`src/verilog/dcache_pkg.sv`:
```
/*
 * L1 data cache shared definitions: sizes, address fields,
 * MOESI line state encoding and common payload types.
 */
package dcache_pkg;

	localparam int ADDR_BITS = 24;		// physical byte address
	localparam int WORD_BITS = 32;
	localparam int WORD_BYTES = WORD_BITS / 8;
	localparam int WORD_OFF_BITS = $clog2(WORD_BYTES);
	localparam int LINE_BYTES = 16;
	localparam int LINE_BITS = LINE_BYTES * 8;
	localparam int WORDS_PER_LINE = LINE_BITS / WORD_BITS;
	localparam int WORD_SEL_BITS = $clog2(WORDS_PER_LINE);
	localparam int OFFSET_BITS = $clog2(LINE_BYTES);
	localparam int NUM_SETS = 16;
	localparam int INDEX_BITS = $clog2(NUM_SETS);
	localparam int TAG_BITS = ADDR_BITS - INDEX_BITS - OFFSET_BITS;
	localparam int TAG_LSB = OFFSET_BITS + INDEX_BITS;
	localparam int NUM_WAYS = 4;
	localparam int WAY_BITS = $clog2(NUM_WAYS);

	// state bit meanings
	localparam int DIRTY_BIT = 2;		// M, O
	localparam int SHARED_BIT = 0;		// S, O

	typedef enum logic [2:0] {
		ST_I = 3'b000,
		ST_S = 3'b001,
		ST_E = 3'b010,
		ST_O = 3'b101,
		ST_M = 3'b110
	} moesi_t;

	typedef logic [LINE_BITS-1:0] line_t;
	typedef logic [TAG_BITS-1:0] tag_t;
	typedef logic [INDEX_BITS-1:0] index_t;
	typedef logic [TAG_BITS+INDEX_BITS-1:0] line_addr_t;	// {tag, index}
	typedef logic [LINE_BYTES-1:0] byte_en_t;
	typedef logic [NUM_WAYS-1:0] way_vec_t;

endpackage
```
`src/verilog/fill_control.sv`:
```
/*
 * Fill control: chooses refresh, vacant or round-robin victim way,
 * decodes the new line state and holds the write-back request.
 */
module fill_control import dcache_pkg::*; (
	input  logic clk,
	input  logic reset,
	input  logic fill_req,
	input  logic [2:0] fill_resp,
	input  way_vec_t fill_match,
	input  way_vec_t fill_vacant,
	input  way_vec_t victim_dirty,
	input  tag_t victim_tag [NUM_WAYS],
	input  line_t victim_line [NUM_WAYS],
	input  index_t fill_index,
	input  logic wb_ack,
	output logic fill_ack,
	output way_vec_t fill_en,
	output moesi_t fill_state,
	output logic wb_req,
	output line_addr_t wb_addr,
	output line_t wb_data
);

	logic [WAY_BITS-1:0] next_victim;
	logic [WAY_BITS-1:0] fill_way;
	logic evict;
	logic need_wb;
	logic take;

	// match beats vacant beats victim
	always_comb begin
		fill_way = next_victim;
		evict = 1'b1;
		for (int w = NUM_WAYS-1; w >= 0; w--) begin
			if (fill_vacant[w]) begin
				fill_way = WAY_BITS'(w);
				evict = 1'b0;
			end
		end
		for (int w = 0; w < NUM_WAYS; w++) begin
			if (fill_match[w]) begin
				fill_way = WAY_BITS'(w);
				evict = 1'b0;
			end
		end
	end

	assign need_wb = evict && victim_dirty[next_victim];
	assign fill_ack = !(need_wb && wb_req && !wb_ack);	// write-back slot still busy
	assign take = fill_req && fill_ack;
	assign fill_en = take ? (way_vec_t'(1) << fill_way) : '0;

	always_comb begin
		if (fill_resp[2])
			fill_state = ST_M;
		else if (fill_resp[1])
			fill_state = ST_E;
		else
			fill_state = ST_S;
	end

	always_ff @(posedge clk) begin
		if (reset)
			next_victim <= '0;
		else if (take && evict)
			next_victim <= next_victim + 1'b1;	// wraps
	end

	always_ff @(posedge clk) begin
		if (reset)
			wb_req <= 1'b0;
		else if (take && need_wb)
			wb_req <= 1'b1;
		else if (wb_ack)
			wb_req <= 1'b0;
	end

	// victim payload, loaded only with a new request
	always_ff @(posedge clk) begin
		if (take && need_wb) begin
			wb_addr <= {victim_tag[next_victim], fill_index};
			wb_data <= victim_line[next_victim];
		end
	end

endmodule

```
`config.mk`:
```
export PLATFORM = sky130hd
export DESIGN_NAME = fill_control
export DESIGN_NICKNAME = d
export VERILOG_FILES = /design/src/verilog/dcache_pkg.sv /design/src/verilog/fill_control.sv
export SDC_FILE = /design/constraint.sdc
export NUM_CORES = 1
export LEC_CHECK = 0
export BUFFER_PORTS_ARGS = -buffer_cell sky130_fd_sc_hd__buf_2
export CORE_AREA = 2 2 293 295
export CTS_CLUSTER_DIAMETER = 40
export DETAILED_ROUTE_END_ITERATION = 10
export DIE_AREA = 0 0 295 297
export SYNTH_ARGS = -nofsm -noshare
export SYNTH_HDL_FRONTEND = slang
export SYNTH_SLANG_ARGS = --single-unit
```
`constraint.sdc`:
```
create_clock -name clk -period 14.9 [get_ports clk]
set_clock_uncertainty 0.05 [all_clocks]
set_input_delay 3.725 -clock clk [delete_from_list [all_inputs] [get_ports clk]]
set_output_delay 3.725 -clock clk [all_outputs]
set_load 0.01 [all_outputs]
```
# Word level (Yosys, flattened, before mapping)

Index checks and enable logic that the tools add are counted.

Add/subtract/negate cells: 1
Magnitude comparators: 2
Shift-type cells: 1
Multiplexer cells: 29
Bitwise operators: 1
Reductions and logical operators: 9

Operators with widths:

| operator                                                             | count |
|---|---|
| 128-bit binary-select mux with 2-bit select                          | 1 |
| 128-bit two-way mux                                                  | 2 |
| 16-bit binary-select mux with 2-bit select                           | 1 |
| 16-bit two-way mux                                                   | 2 |
| 2-bit two-way mux                                                    | 9 |
| 1-bit two-way mux                                                    | 11 |
| 1-bit logical AND                                                    | 6 |
| 4-bit two-way mux                                                    | 1 |
| 1-bit by 2-bit << shifter with 4-bit output, first input constant    | 1 |
| 3-bit >= comparator, second input constant                           | 1 |
| 2-bit by 3-bit < comparator with 1-bit output, second input constant | 1 |
| 3-bit two-way mux                                                    | 1 |
| 2-bit NOT with 3-bit output                                          | 1 |
| 2-bit by 1-bit adder with 2-bit output, second input constant        | 1 |
| 1-bit binary-select mux with 2-bit select                            | 1 |
| 1-bit zero test                                                      | 2 |
| 2-bit nonzero test                                                   | 1 |

Register bits after elaboration: 151
Output and inout bits: 157
Logic and storage cells: 47

# Depth between registers and ports, before layout

Gate-level depths: netlist (run 1).

Depth in word-level cells: 15
Depth in mapped cells: 5
Mapped depth without buffers: 4

# Least setup slack after synthesis (run 1)

Ideal clock, no wire load.

Path type: input -> register
From: in fill_match[3]
To: reg wb_addr[0], enable pin
Setup time: 676 ps
Arrival: 11028 ps
Data required time: 14174 ps
Slack: 3146 ps
Cell stages on the path: 4
Path through: nor4_2 -> nand3_2 -> a211o_2 -> nor2b_1

Longest elaborated chain between the ends: 7

RTL lines:

| item                           | line               | text |
|---|---|---|
| start: declaration             | fill_control.sv:10 | `input way_vec_t fill_match,` |
| 1-bit two-way mux *            | fill_control.sv:42 | `if (fill_match[w]) begin` |
| 1-bit logical AND *            | fill_control.sv:49 | `assign need_wb = evict && victim_dirty[next_victim];` |
| 1-bit logical AND (2 in a row) | fill_control.sv:50 | `assign fill_ack = !(need_wb && wb_req && !wb_ack);` |
| 1-bit zero test                | fill_control.sv:50 |  |
| 1-bit logical AND              | fill_control.sv:51 | `assign take = fill_req && fill_ack;` |
| 1-bit logical AND *            | fill_control.sv:81 | `if (take && need_wb) begin` |
| end signal: assignment         | fill_control.sv:82 | `wb_addr <= {victim_tag[next_victim], fill_index};` |
| end: declaration               | fill_control.sv:21 | `output line_addr_t wb_addr,` |

Every way passes the cells marked *; elsewhere a longest branch is shown, timed or not.
A chain may end at the register's enable or synchronous reset.

# Worst setup path after layout (run 1)

From: in fill_vacant[3]
To: out fill_en[1]

Longest elaborated chain between the ends: 14
Elaborated cells between the ends (all ways): 23
Classes of those cells: 1 x shift; 17 x mux; 5 x reduce/logical

RTL lines:

| item                           | line               | text |
|---|---|---|
| start: declaration             | fill_control.sv:11 | `input way_vec_t fill_vacant,` |
| 1-bit two-way mux (4 in a row) | fill_control.sv:36 | `if (fill_vacant[w]) begin` |
| 1-bit two-way mux (4 in a row) | fill_control.sv:42 |  |
| 1-bit logical AND              | fill_control.sv:49 |  |
| 1-bit logical AND (2 in a row) | fill_control.sv:50 |  |
| 1-bit zero test                | fill_control.sv:50 |  |
| 1-bit logical AND              | fill_control.sv:51 |  |
| 4-bit two-way mux *            | fill_control.sv:52 | `assign fill_en = take ? (way_vec_t'(1) << fill_way) : '0;` |
| end: declaration               | fill_control.sv:18 | `output way_vec_t fill_en,` |

Marked as above.

==> results.cfg, run 1 <==
[place]
gp_congestion = 0.9128
port_buffers = 754
dp_hpwl_um = 38010
placed_cells = 2238

[worst_setup_path]
crit_arrival_ns = 5.06
worst_setup_path_start_kind = input port
r2r_cells = 6
worst-setup-path-type = in2out
worstPathRequired_ns = 11.12
critPathCaptureType = output port
crit_fanout = 4

[synthesis]
synth_common_cells = 148 x edfxtp_1, 144 x mux4_2, 20 x buf_2, 7 x buf_1
yosys-top-cells-area = edfxtp_1 54%, mux4_2 40%, buf_2 1.2%
synth_area_per_cell_um2 = 22.33
ys_seq_area_share_pct = 54.96
synthFlopType = edfxtp_1
synthesis.nets = 966
synth.most_common_cell = edfxtp_1
yosysTopAreaCellShare_pct = 54.23
netlist_instances = 367
ys_types = 33
yosys.area_share.adder_pct = 0
synth_area_um2 = 8195
synth_compound_area_share_pct = 0.9924
yosys.area.top_type = edfxtp_1
synth_edf_count = 148
ys_async_sr_fraction_pct = 0
muxShareOfSynthArea_pct = 39.88
synth-xor-area-share_pct = 0
synth_top_family_by_area = multiplexers
ys_ff_latch = 151
yosys.area_share.simple_pct = 1.893
yosysWarnings = 0

[job]
maxCapViolations = 0

[clock_tree]
ctsRootBufferMaster = clkbuf_16
cts_setup_buffers = 0
ctsHoldBuffers = 0
clkSlewWorstSetupHoldPaths_ns = 0.06
cts_tree = built
cts_buffers = 17
htreeDepth = 4
numClockSinks = 151
insertion_delay_ns = 0.48
clockBufferDepth = 2
cts-resized-gates = 0

[pwr]
leakagePower_nw = 5.455
p_total_mw = 1.039
peakVddDrop_mv = 0.09009
p_per_area_nw_per_um2 = 74.75

[die]
core-area_um2 = 84480
die-area_um2 = 87620
num_io_pins = 756
rows = 107
start_util_pct = 9.701
die_h_um = 297
die_w_um = 295

[detailed_routing]
ant_nets = 0
wire_per_inst_um = 19.38
vias = 7626
wl_met3_um = 4535
drtIter0Drc = 416
viasPerCell = 3.346
wl_met1_um = 16520
first_pass_iters = 4
wl_met2_um = 21490
top_layer_used = met5
route.detailed.drc = 0
drt_wl_total_um = 44170

[timing]
drv_slew = 0
final.setup.tns_ns = 0
rsz0062_at_grt = false
layout_min_cycle_time_ns = 8.837
tightest_slew_ns = 0.9461
slew_headroom_pct = 36.93
period_share_pct = 59.31
setup_violations = 0
hold_viol = 0
fmax_ghz = 0.1132

[global_routing]
grt-ovfl-total = 0
grt_pass1_wl_um = 58520
grt_pass1_vias = 8009
grt_use_total_pct = 9.858
grt_max_degree = 64
antenna_found_initial = 21

[layout]
nNetsFinal = 1712
syn2layout_area_growth_pct = 69.68
finalNonFillerCells = 2279
drive_above_1_share_pct = 84.01

[hold_path]
worst_hold_path.num_cells = 2
min_path_type = reg2reg

[run_status]
status = completed
registers in the layout, indices dropped and copies added (netlist names):
name,flops
next_victim,2
wb_addr,20
wb_data,128
wb_req,1
per-layer routing:
layer	track usage, %	up-vias
met1	11.13	3778
met2	16.70	568
met5	0	-
met3	3.302	66
met4	4.531	8
li1	-	3206
kinds of logic (layout without fill, tap and decap cells):
kind of cell	Yosys count	in the layout
other	0	9
multiplexers	146	146
AO/OA/AOI/OAI	11	11
buffers and inverters	39	798
flip-flops	151	151
AND/OR/NAND/NOR	20	20
where the power goes:
group,internal [mW],switching [mW]
Combinational,0.0828,0.0415
Clock,0.246,0.203
Sequential,0.466,0.000155
final timing paths:
| kind | from | end | slack (ns) |
|---|---|---|---|
| worst max-delay path | fill_vacant[3] | fill_en[1] | 6.06 |
| worst min-delay path | wb_req | wb_req | 0.49 |
| worst max register to register | next_victim[0] | wb_data[68] | 11.48 |
| worst min register to register | wb_req | wb_req | 0.49 |
through the flow:
| step | setup slack [ns] | utilization, % | instance area, um^2 | hold WS (ns) |
|---|---|---|---|---|
| after global placement | 6.051 | 15.75 | 13300 | 0.4626 |
| after CTS | 6.047 | 16.43 | 13880 | 0.4902 |
| after global routing | 6.027 | 16.46 | 13900 | 0.5500 |
| after floorplan | 3.146 | - | 8195 | 0.4722 |
| final | 6.063 | 16.46 | 13910 | 0.4868 |
| after detailed placement | 6.058 | 15.75 | 13300 | 0.4803 |
area by class of cell:
class / count / area (um^2)
fillers: 9349 / 70570
flip-flops and latches: 151 / 4512
repair buffers: 762 / 3834
multi-input cells: 177 / 3512
well taps: 1144 / 1431
clock buffers: 17 / 425.4
clock inverters: 15 / 153.9
diodes: 9 / 22.52
inverters: 4 / 15.01
critical path: stages:
cell	delay, ns
buf_2	0.12
or3_1	0.34
a211o_2	0.38
nor4b_2	0.31
buf_2	0.19
layout by cell type (no fill, tap or decap), types with 2 or more instances in the layout:
cell / netlist / layout
or3_1: 2 / 2
a211o_2: 2 / 2
clkinv_4: 0 / 6
dfxtp_4: 0 / 2
o21ai_0: 2 / 2
inv_6: 0 / 2
clkinv_1: 0 / 3
inv_1: 4 / 4
mux4_2: 144 / 144
a21oi_1: 3 / 3
edfxtp_1: 148 / 148
buf_2: 20 / 754
buf_4: 2 / 8
clkbuf_16: 0 / 17
diode_2: 0 / 9
bufinv_16: 0 / 2
nor2_1: 5 / 5
Power figures use the tool's default switching activity.
==> run 2: changes to the inputs <==
--- a/config.mk
+++ b/config.mk
@@ -6,10 +6,10 @@
 export NUM_CORES = 1
 export LEC_CHECK = 0
 export BUFFER_PORTS_ARGS = -buffer_cell sky130_fd_sc_hd__buf_2
-export CORE_AREA = 2 2 293 295
+export CORE_AREA = 2 2 292 294
 export CTS_CLUSTER_DIAMETER = 40
 export DETAILED_ROUTE_END_ITERATION = 10
-export DIE_AREA = 0 0 295 297
+export DIE_AREA = 0 0 294 296
 export SYNTH_ARGS = -nofsm -noshare
 export SYNTH_HDL_FRONTEND = slang
 export SYNTH_SLANG_ARGS = --single-unit
==> constraint.sdc (replaced) <==
create_clock -name clk -period 7.4 [get_ports clk]
set_clock_uncertainty 0.05 [all_clocks]
set_input_delay 1.85 -clock clk [delete_from_list [all_inputs] [get_ports clk]]
set_output_delay 1.85 -clock clk [all_outputs]
set_load 0.01 [all_outputs]
==> run 2 against run 1 <==
First-iteration DRC count shrank 6.3%. Clock power rose by 110%. Final cell count shrank 2.1%. Via count is 1.0% lower. Core utilization is essentially flat. Critical path depth grew 1. Global-route usage hardly changed. Final area is 0.27% lower.
==> results.cfg, run 2 (synthesis results as in run 1) <==
[run_status]
status = completed

[timing]
setup_slack_ns = 2.194
drv_slew = 0
fmax_ghz = 0.1921
final.setup.tns_ns = 0
period_share_pct = 70.35
hold_viol = 0
timing.hold.ws_ns = 0.4918
setup_violations = 0
tightest_slew_ns = 0.8839
layout_min_cycle_time_ns = 5.206
slew_headroom_pct = 41.08
rsz0062_at_grt = false

[detailed_routing]
viasPerCell = 3.382
first_pass_iters = 5
ant_nets = 0
wire_per_inst_um = 20.39
vias = 7548
drt_wl_total_um = 45520
drtIter0Drc = 390
route.detailed.drc = 0

[clock_tree]
ctsRootBufferMaster = clkbuf_16
cts_setup_buffers = 0
clkSlewWorstSetupHoldPaths_ns = 0.07
cts_tree = built
cts-resized-gates = 0
numClockSinks = 151
clockBufferDepth = 2
ctsHoldBuffers = 0
insertion_delay_ns = 0.49
htreeDepth = 4
cts_buffers = 17

[die]
rows = 107
die-area_um2 = 87020
die_h_um = 296
die_w_um = 294
core-area_um2 = 84210
num_io_pins = 756
start_util_pct = 9.732

[hold_path]
min_to = wb_req
min_path_type = reg2reg
min-delay-start = wb_req
worst_hold_path.num_cells = 2

[layout]
fillers = 9339
layout_common_cells = 754 x buf_2, 148 x edfxtp_1, 144 x mux4_2
nNetsFinal = 1712
final_common_cell = buf_2
fin_area_um2 = 13870
largest_reg_flops = 128
syn2layout_area_growth_pct = 69.22
multi_input_area_um2 = 3512
drive_above_1_share_pct = 84.01
regArea_um2 = 4512
top_register = wb_data
reg.largest.list = wb_data (128), wb_addr (20), next_victim (2)

[global_routing]
grt_pass1_wl_um = 57040
antenna_found_initial = 18
grt_use_total_pct = 9.842
grtUsageMet3_pct = 3.747
top_usage_layer = met2
use_met1_pct = 11.49
grt_max_degree = 79
grt_pass1_vias = 7565
grtUsageMet2_pct = 15.51
grt-ovfl-total = 0

[worst_setup_path]
critPathCaptureType = output port
r2r_cells = 3
worstPathRequired_ns = 5.50
r2r-start = next_victim[0]
rrSetupSlack_ns = 4.26
worst-setup-path-type = in2out
crit_arrival_ns = 3.31
worst_setup_path_start_kind = input port
r2r_end = wb_data[50]
crit_start = wb_ack
crit_fanout = 5

[job]
maxCapViolations = 0

[place]
dp_hpwl_um = 38660
dp_slack_ns = 2.168
gp_congestion = 0.8598
place_area_um2 = 13250
port_buffers = 754

[pwr]
intPower_mw = 1.603
p_switching_mw = 0.5069
clock_power_share_pct = 44.0
peakVddDrop_mv = 0.1765
p_per_area_nw_per_um2 = 152.1
switching_share_pct = 24.03
power_frac_seq_pct = 44.4
combPwrFrac_pct = 11.6
leakagePower_nw = 5.446
## run 2: cell types whose count changed in the layout (fill, tap and decap cells not counted)
cell and delta:
clkinvlp_4 +3, inv_6 +2, clkbuf_1 +2, clkinv_1 -2, buf_4 -1, buf_12 +1
diode_2 +7, clkinv_2 -1, clkinv_4 -4
## run 2: layout make-up
cell class	count	share of cell area, %
Sequential cell	151	32.53
Clock inverter	13	1.056
Antenna cell	16	0.2887
Inverter	4	0.1083
Timing Repair Buffer	762	27.73
Tap cell	1090	9.834
Multi-Input combinational cell	177	25.32
Clock buffer	19	3.122
## run 2: through the flow
| stage | power (mW) | util, % | std cells |
|---|---|---|---|
| 2_1_floorplan | 1.025 | - | 367 |
| 3_3_place_gp | 1.194 | 15.73 | 2184 |
| 3_5_place_dp | 1.200 | 15.73 | 2184 |
| 4_1_cts | 2.167 | 16.42 | 2216 |
| 5_1_grt | 2.206 | 16.45 | 2227 |
| 6_report | 2.110 | 16.47 | 2232 |
## run 2: power by group through the flow
stage	Clock (mW)	Sequential [mW]	Combinational, mW
detailed placement	0	0.957	0.244
CTS	0.984	0.937	0.246
global placement	0	0.957	0.238
global route	1.01	0.937	0.262
finish	0.928	0.938	0.244
floorplan	0	0.957	0.0672
## run 2: worst max-delay path by stage
stage | depth (start not counted) | slack [ns] | to
after floorplan | 4 | 0.44 | wb_addr[0]
after global placement | 6 | 2.21 | fill_en[2]
after detailed placement | 6 | 2.17 | fill_en[2]
after CTS | 6 | 2.17 | fill_en[2]
after global routing | 6 | 2.12 | fill_en[2]
final | 6 | 2.19 | fill_en[2]
## run 2: critical path, stage by stage
cell	delay [ns]
buf_2	0.11
nand3b_1	0.16
o2bb2ai_2	0.52
nand3_1	0.25
and4_1	0.23
buf_2	0.17
## run 2: layer usage
metal	routed length, um	vias up
li1	-	3209
met1	18370	3725
met2	21150	546
met3	4031	62
met4	1916	6
met5	41	-
==> run 3: changes to the inputs <==
--- a/config.mk
+++ b/config.mk
@@ -6,10 +6,10 @@
 export NUM_CORES = 1
 export LEC_CHECK = 0
 export BUFFER_PORTS_ARGS = -buffer_cell sky130_fd_sc_hd__buf_2
-export CORE_AREA = 2 2 292 294
+export CORE_AREA = 2 2 293 295
 export CTS_CLUSTER_DIAMETER = 40
 export DETAILED_ROUTE_END_ITERATION = 10
-export DIE_AREA = 0 0 294 296
+export DIE_AREA = 0 0 295 297
 export SYNTH_ARGS = -nofsm -noshare
 export SYNTH_HDL_FRONTEND = slang
 export SYNTH_SLANG_ARGS = --single-unit
==> constraint.sdc (replaced) <==
create_clock -name clk -period 5 [get_ports clk]
set_clock_uncertainty 0.05 [all_clocks]
set_input_delay 1.25 -clock clk [delete_from_list [all_inputs] [get_ports clk]]
set_output_delay 1.25 -clock clk [all_outputs]
set_load 0.01 [all_outputs]
==> run 3 against run 2 <==
Final area rose by 0.68%. Sequential share of layout area is 0.22 points lower. Largest cell class unchanged. Routed wire length down 9.1%.
==> results.cfg, run 3 (synthesis results as in run 1) <==
[worst_setup_path]
crit_fanout = 4
worst_setup_path_start_kind = input port
worstPathRequired_ns = 3.70
cp_top_family = simple AND/OR/NAND/NOR gates
worst-setup-path-type = in2out
slowest_stage = a211o_2
worstPathCellList = buf_2 > or3_1 > a211o_2 > nor2_1 > and3_1 > buf_2
max_stage_delay_ns = 0.37
crit_buf_inv = 2
crit_arrival_ns = 2.59
critPathCaptureType = output port
cpMostUsedCell = buf_2

[die]
die-area_um2 = 87620
die_w_um = 295
start_util_pct = 9.701
die_h_um = 297
rows = 107
num_io_pins = 756
core-area_um2 = 84480

[place]
dp_hpwl_um = 35420
gp_congestion = 0.9122
place_area_um2 = 13330
port_buffers = 754
dp_slack_ns = 1.113

[timing]
period_share_pct = 77.74
setup_slack_ns = 1.113
rsz0062_at_grt = false
drv_slew = 0
fmax_ghz = 0.2573
tightest_slew_ns = 0.8854
slew_headroom_pct = 40.97
final.setup.tns_ns = 0
hold_viol = 0
layout_min_cycle_time_ns = 3.887
setup_violations = 0

[clock_tree]
clkSlewWorstSetupHoldPaths_ns = 0.06
ctsHoldBuffers = 0
clockBufferDepth = 2
htreeDepth = 4
cts_buffers = 17
numClockSinks = 151
cts-resized-gates = 0
insertion_delay_ns = 0.47
cts_tree = built
cts_setup_buffers = 0
ctsRootBufferMaster = clkbuf_16

[detailed_routing]
wire_per_inst_um = 18.22
wl_met3_um = 5408
wl_met2_um = 19050
first_pass_iters = 4
viasPerCell = 3.294
drtIter0Drc = 395
route.detailed.drc = 0
drt_wl_total_um = 41390
vias = 7484
ant_nets = 0
wl_met1_um = 15190
top_layer_used = met5

[job]
maxCapViolations = 0

[layout]
regArea_um2 = 4512
drive_above_1_share_pct = 84.01
layout_common_cells = 754 x buf_2, 148 x edfxtp_1, 144 x mux4_2
fillers = 9314
nNetsFinal = 1712
syn2layout_area_growth_pct = 70.37
multi_input_area_um2 = 3512
largest_reg_flops = 128
fin_area_um2 = 13960
reg.largest.list = wb_data (128), wb_addr (20), next_victim (2)
top_register = wb_data
final_common_cell = buf_2

[pwr]
p_per_area_nw_per_um2 = 229.1
leakagePower_nw = 5.482
peakVddDrop_mv = 0.2540

[global_routing]
grt_use_total_pct = 9.163
grt-ovfl-total = 0
grt_pass1_wl_um = 54660
grt_max_degree = 89
antenna_found_initial = 25
grt_pass1_vias = 7707

[hold_path]
min_path_type = reg2reg

[run_status]
status = completed
## run 3: cell count changes in the layout (fill, tap and decap cells not counted)
cell        before  now
buf_12           1    2
buf_4            7    6
bufinv_16        2    4
clkbuf_1         2    1
clkinv_1         1    2
clkinv_4         2    4
clkinvlp_4       4    1
diode_2         16    2
inv_6            4    2
inv_8            0    1
## run 3: worst reg2reg max path, cell delays in order (launching register included)
cell	delay, ns
dfxtp_4	0.48
buf_4	0.65
buf_4	0.87
mux4_2	0.66
## run 3: report_power, final
group	total (mW)	switching (mW)	internal [mW]
clock	1.45	0.607	0.840
sequential	1.39	0.000392	1.39
combinational	0.364	0.118	0.246
total	3.20	0.725	2.47
## run 3: final cells by class
class / instances / share of cell area, %
inverters: 4 / 0.1075
clock inverters: 14 / 1.425
well taps: 1144 / 10.25
diodes: 2 / 0.03585
flip-flops and latches: 151 / 32.31
clock buffers: 18 / 3.074
multi-input cells: 177 / 25.15
repair buffers: 762 / 27.64
## run 3: final timing paths
path / start / endpoint / slack (ns) / depth (start not counted)
max reg2reg: next_victim[0] / wb_data[69] / 2.03 / 3
min: wb_req / wb_req / 0.48 / 2
min reg2reg: wb_req / wb_req / 0.48 / 2
max: fill_vacant[3] / fill_en[0] / 1.11 / 6
## run 3: metrics by stage
stage	instances	power (mW)	hold WS, ns	util (%)
floorplan	367	1.516	0.4810	-
global placement	2238	1.773	0.4626	15.78
detailed placement	2238	1.782	0.4751	15.78
CTS	2270	3.289	0.4828	16.52
global route	2272	3.355	0.5290	16.53
finish	2272	3.199	0.4788	16.53
## run 3: metal layers
layer  vias up  GRT usage [%]
li1       3193              -
met4        20          4.689
met2       563          14.51
met1      3623          10.12
met3        85          4.483
met5         -              0
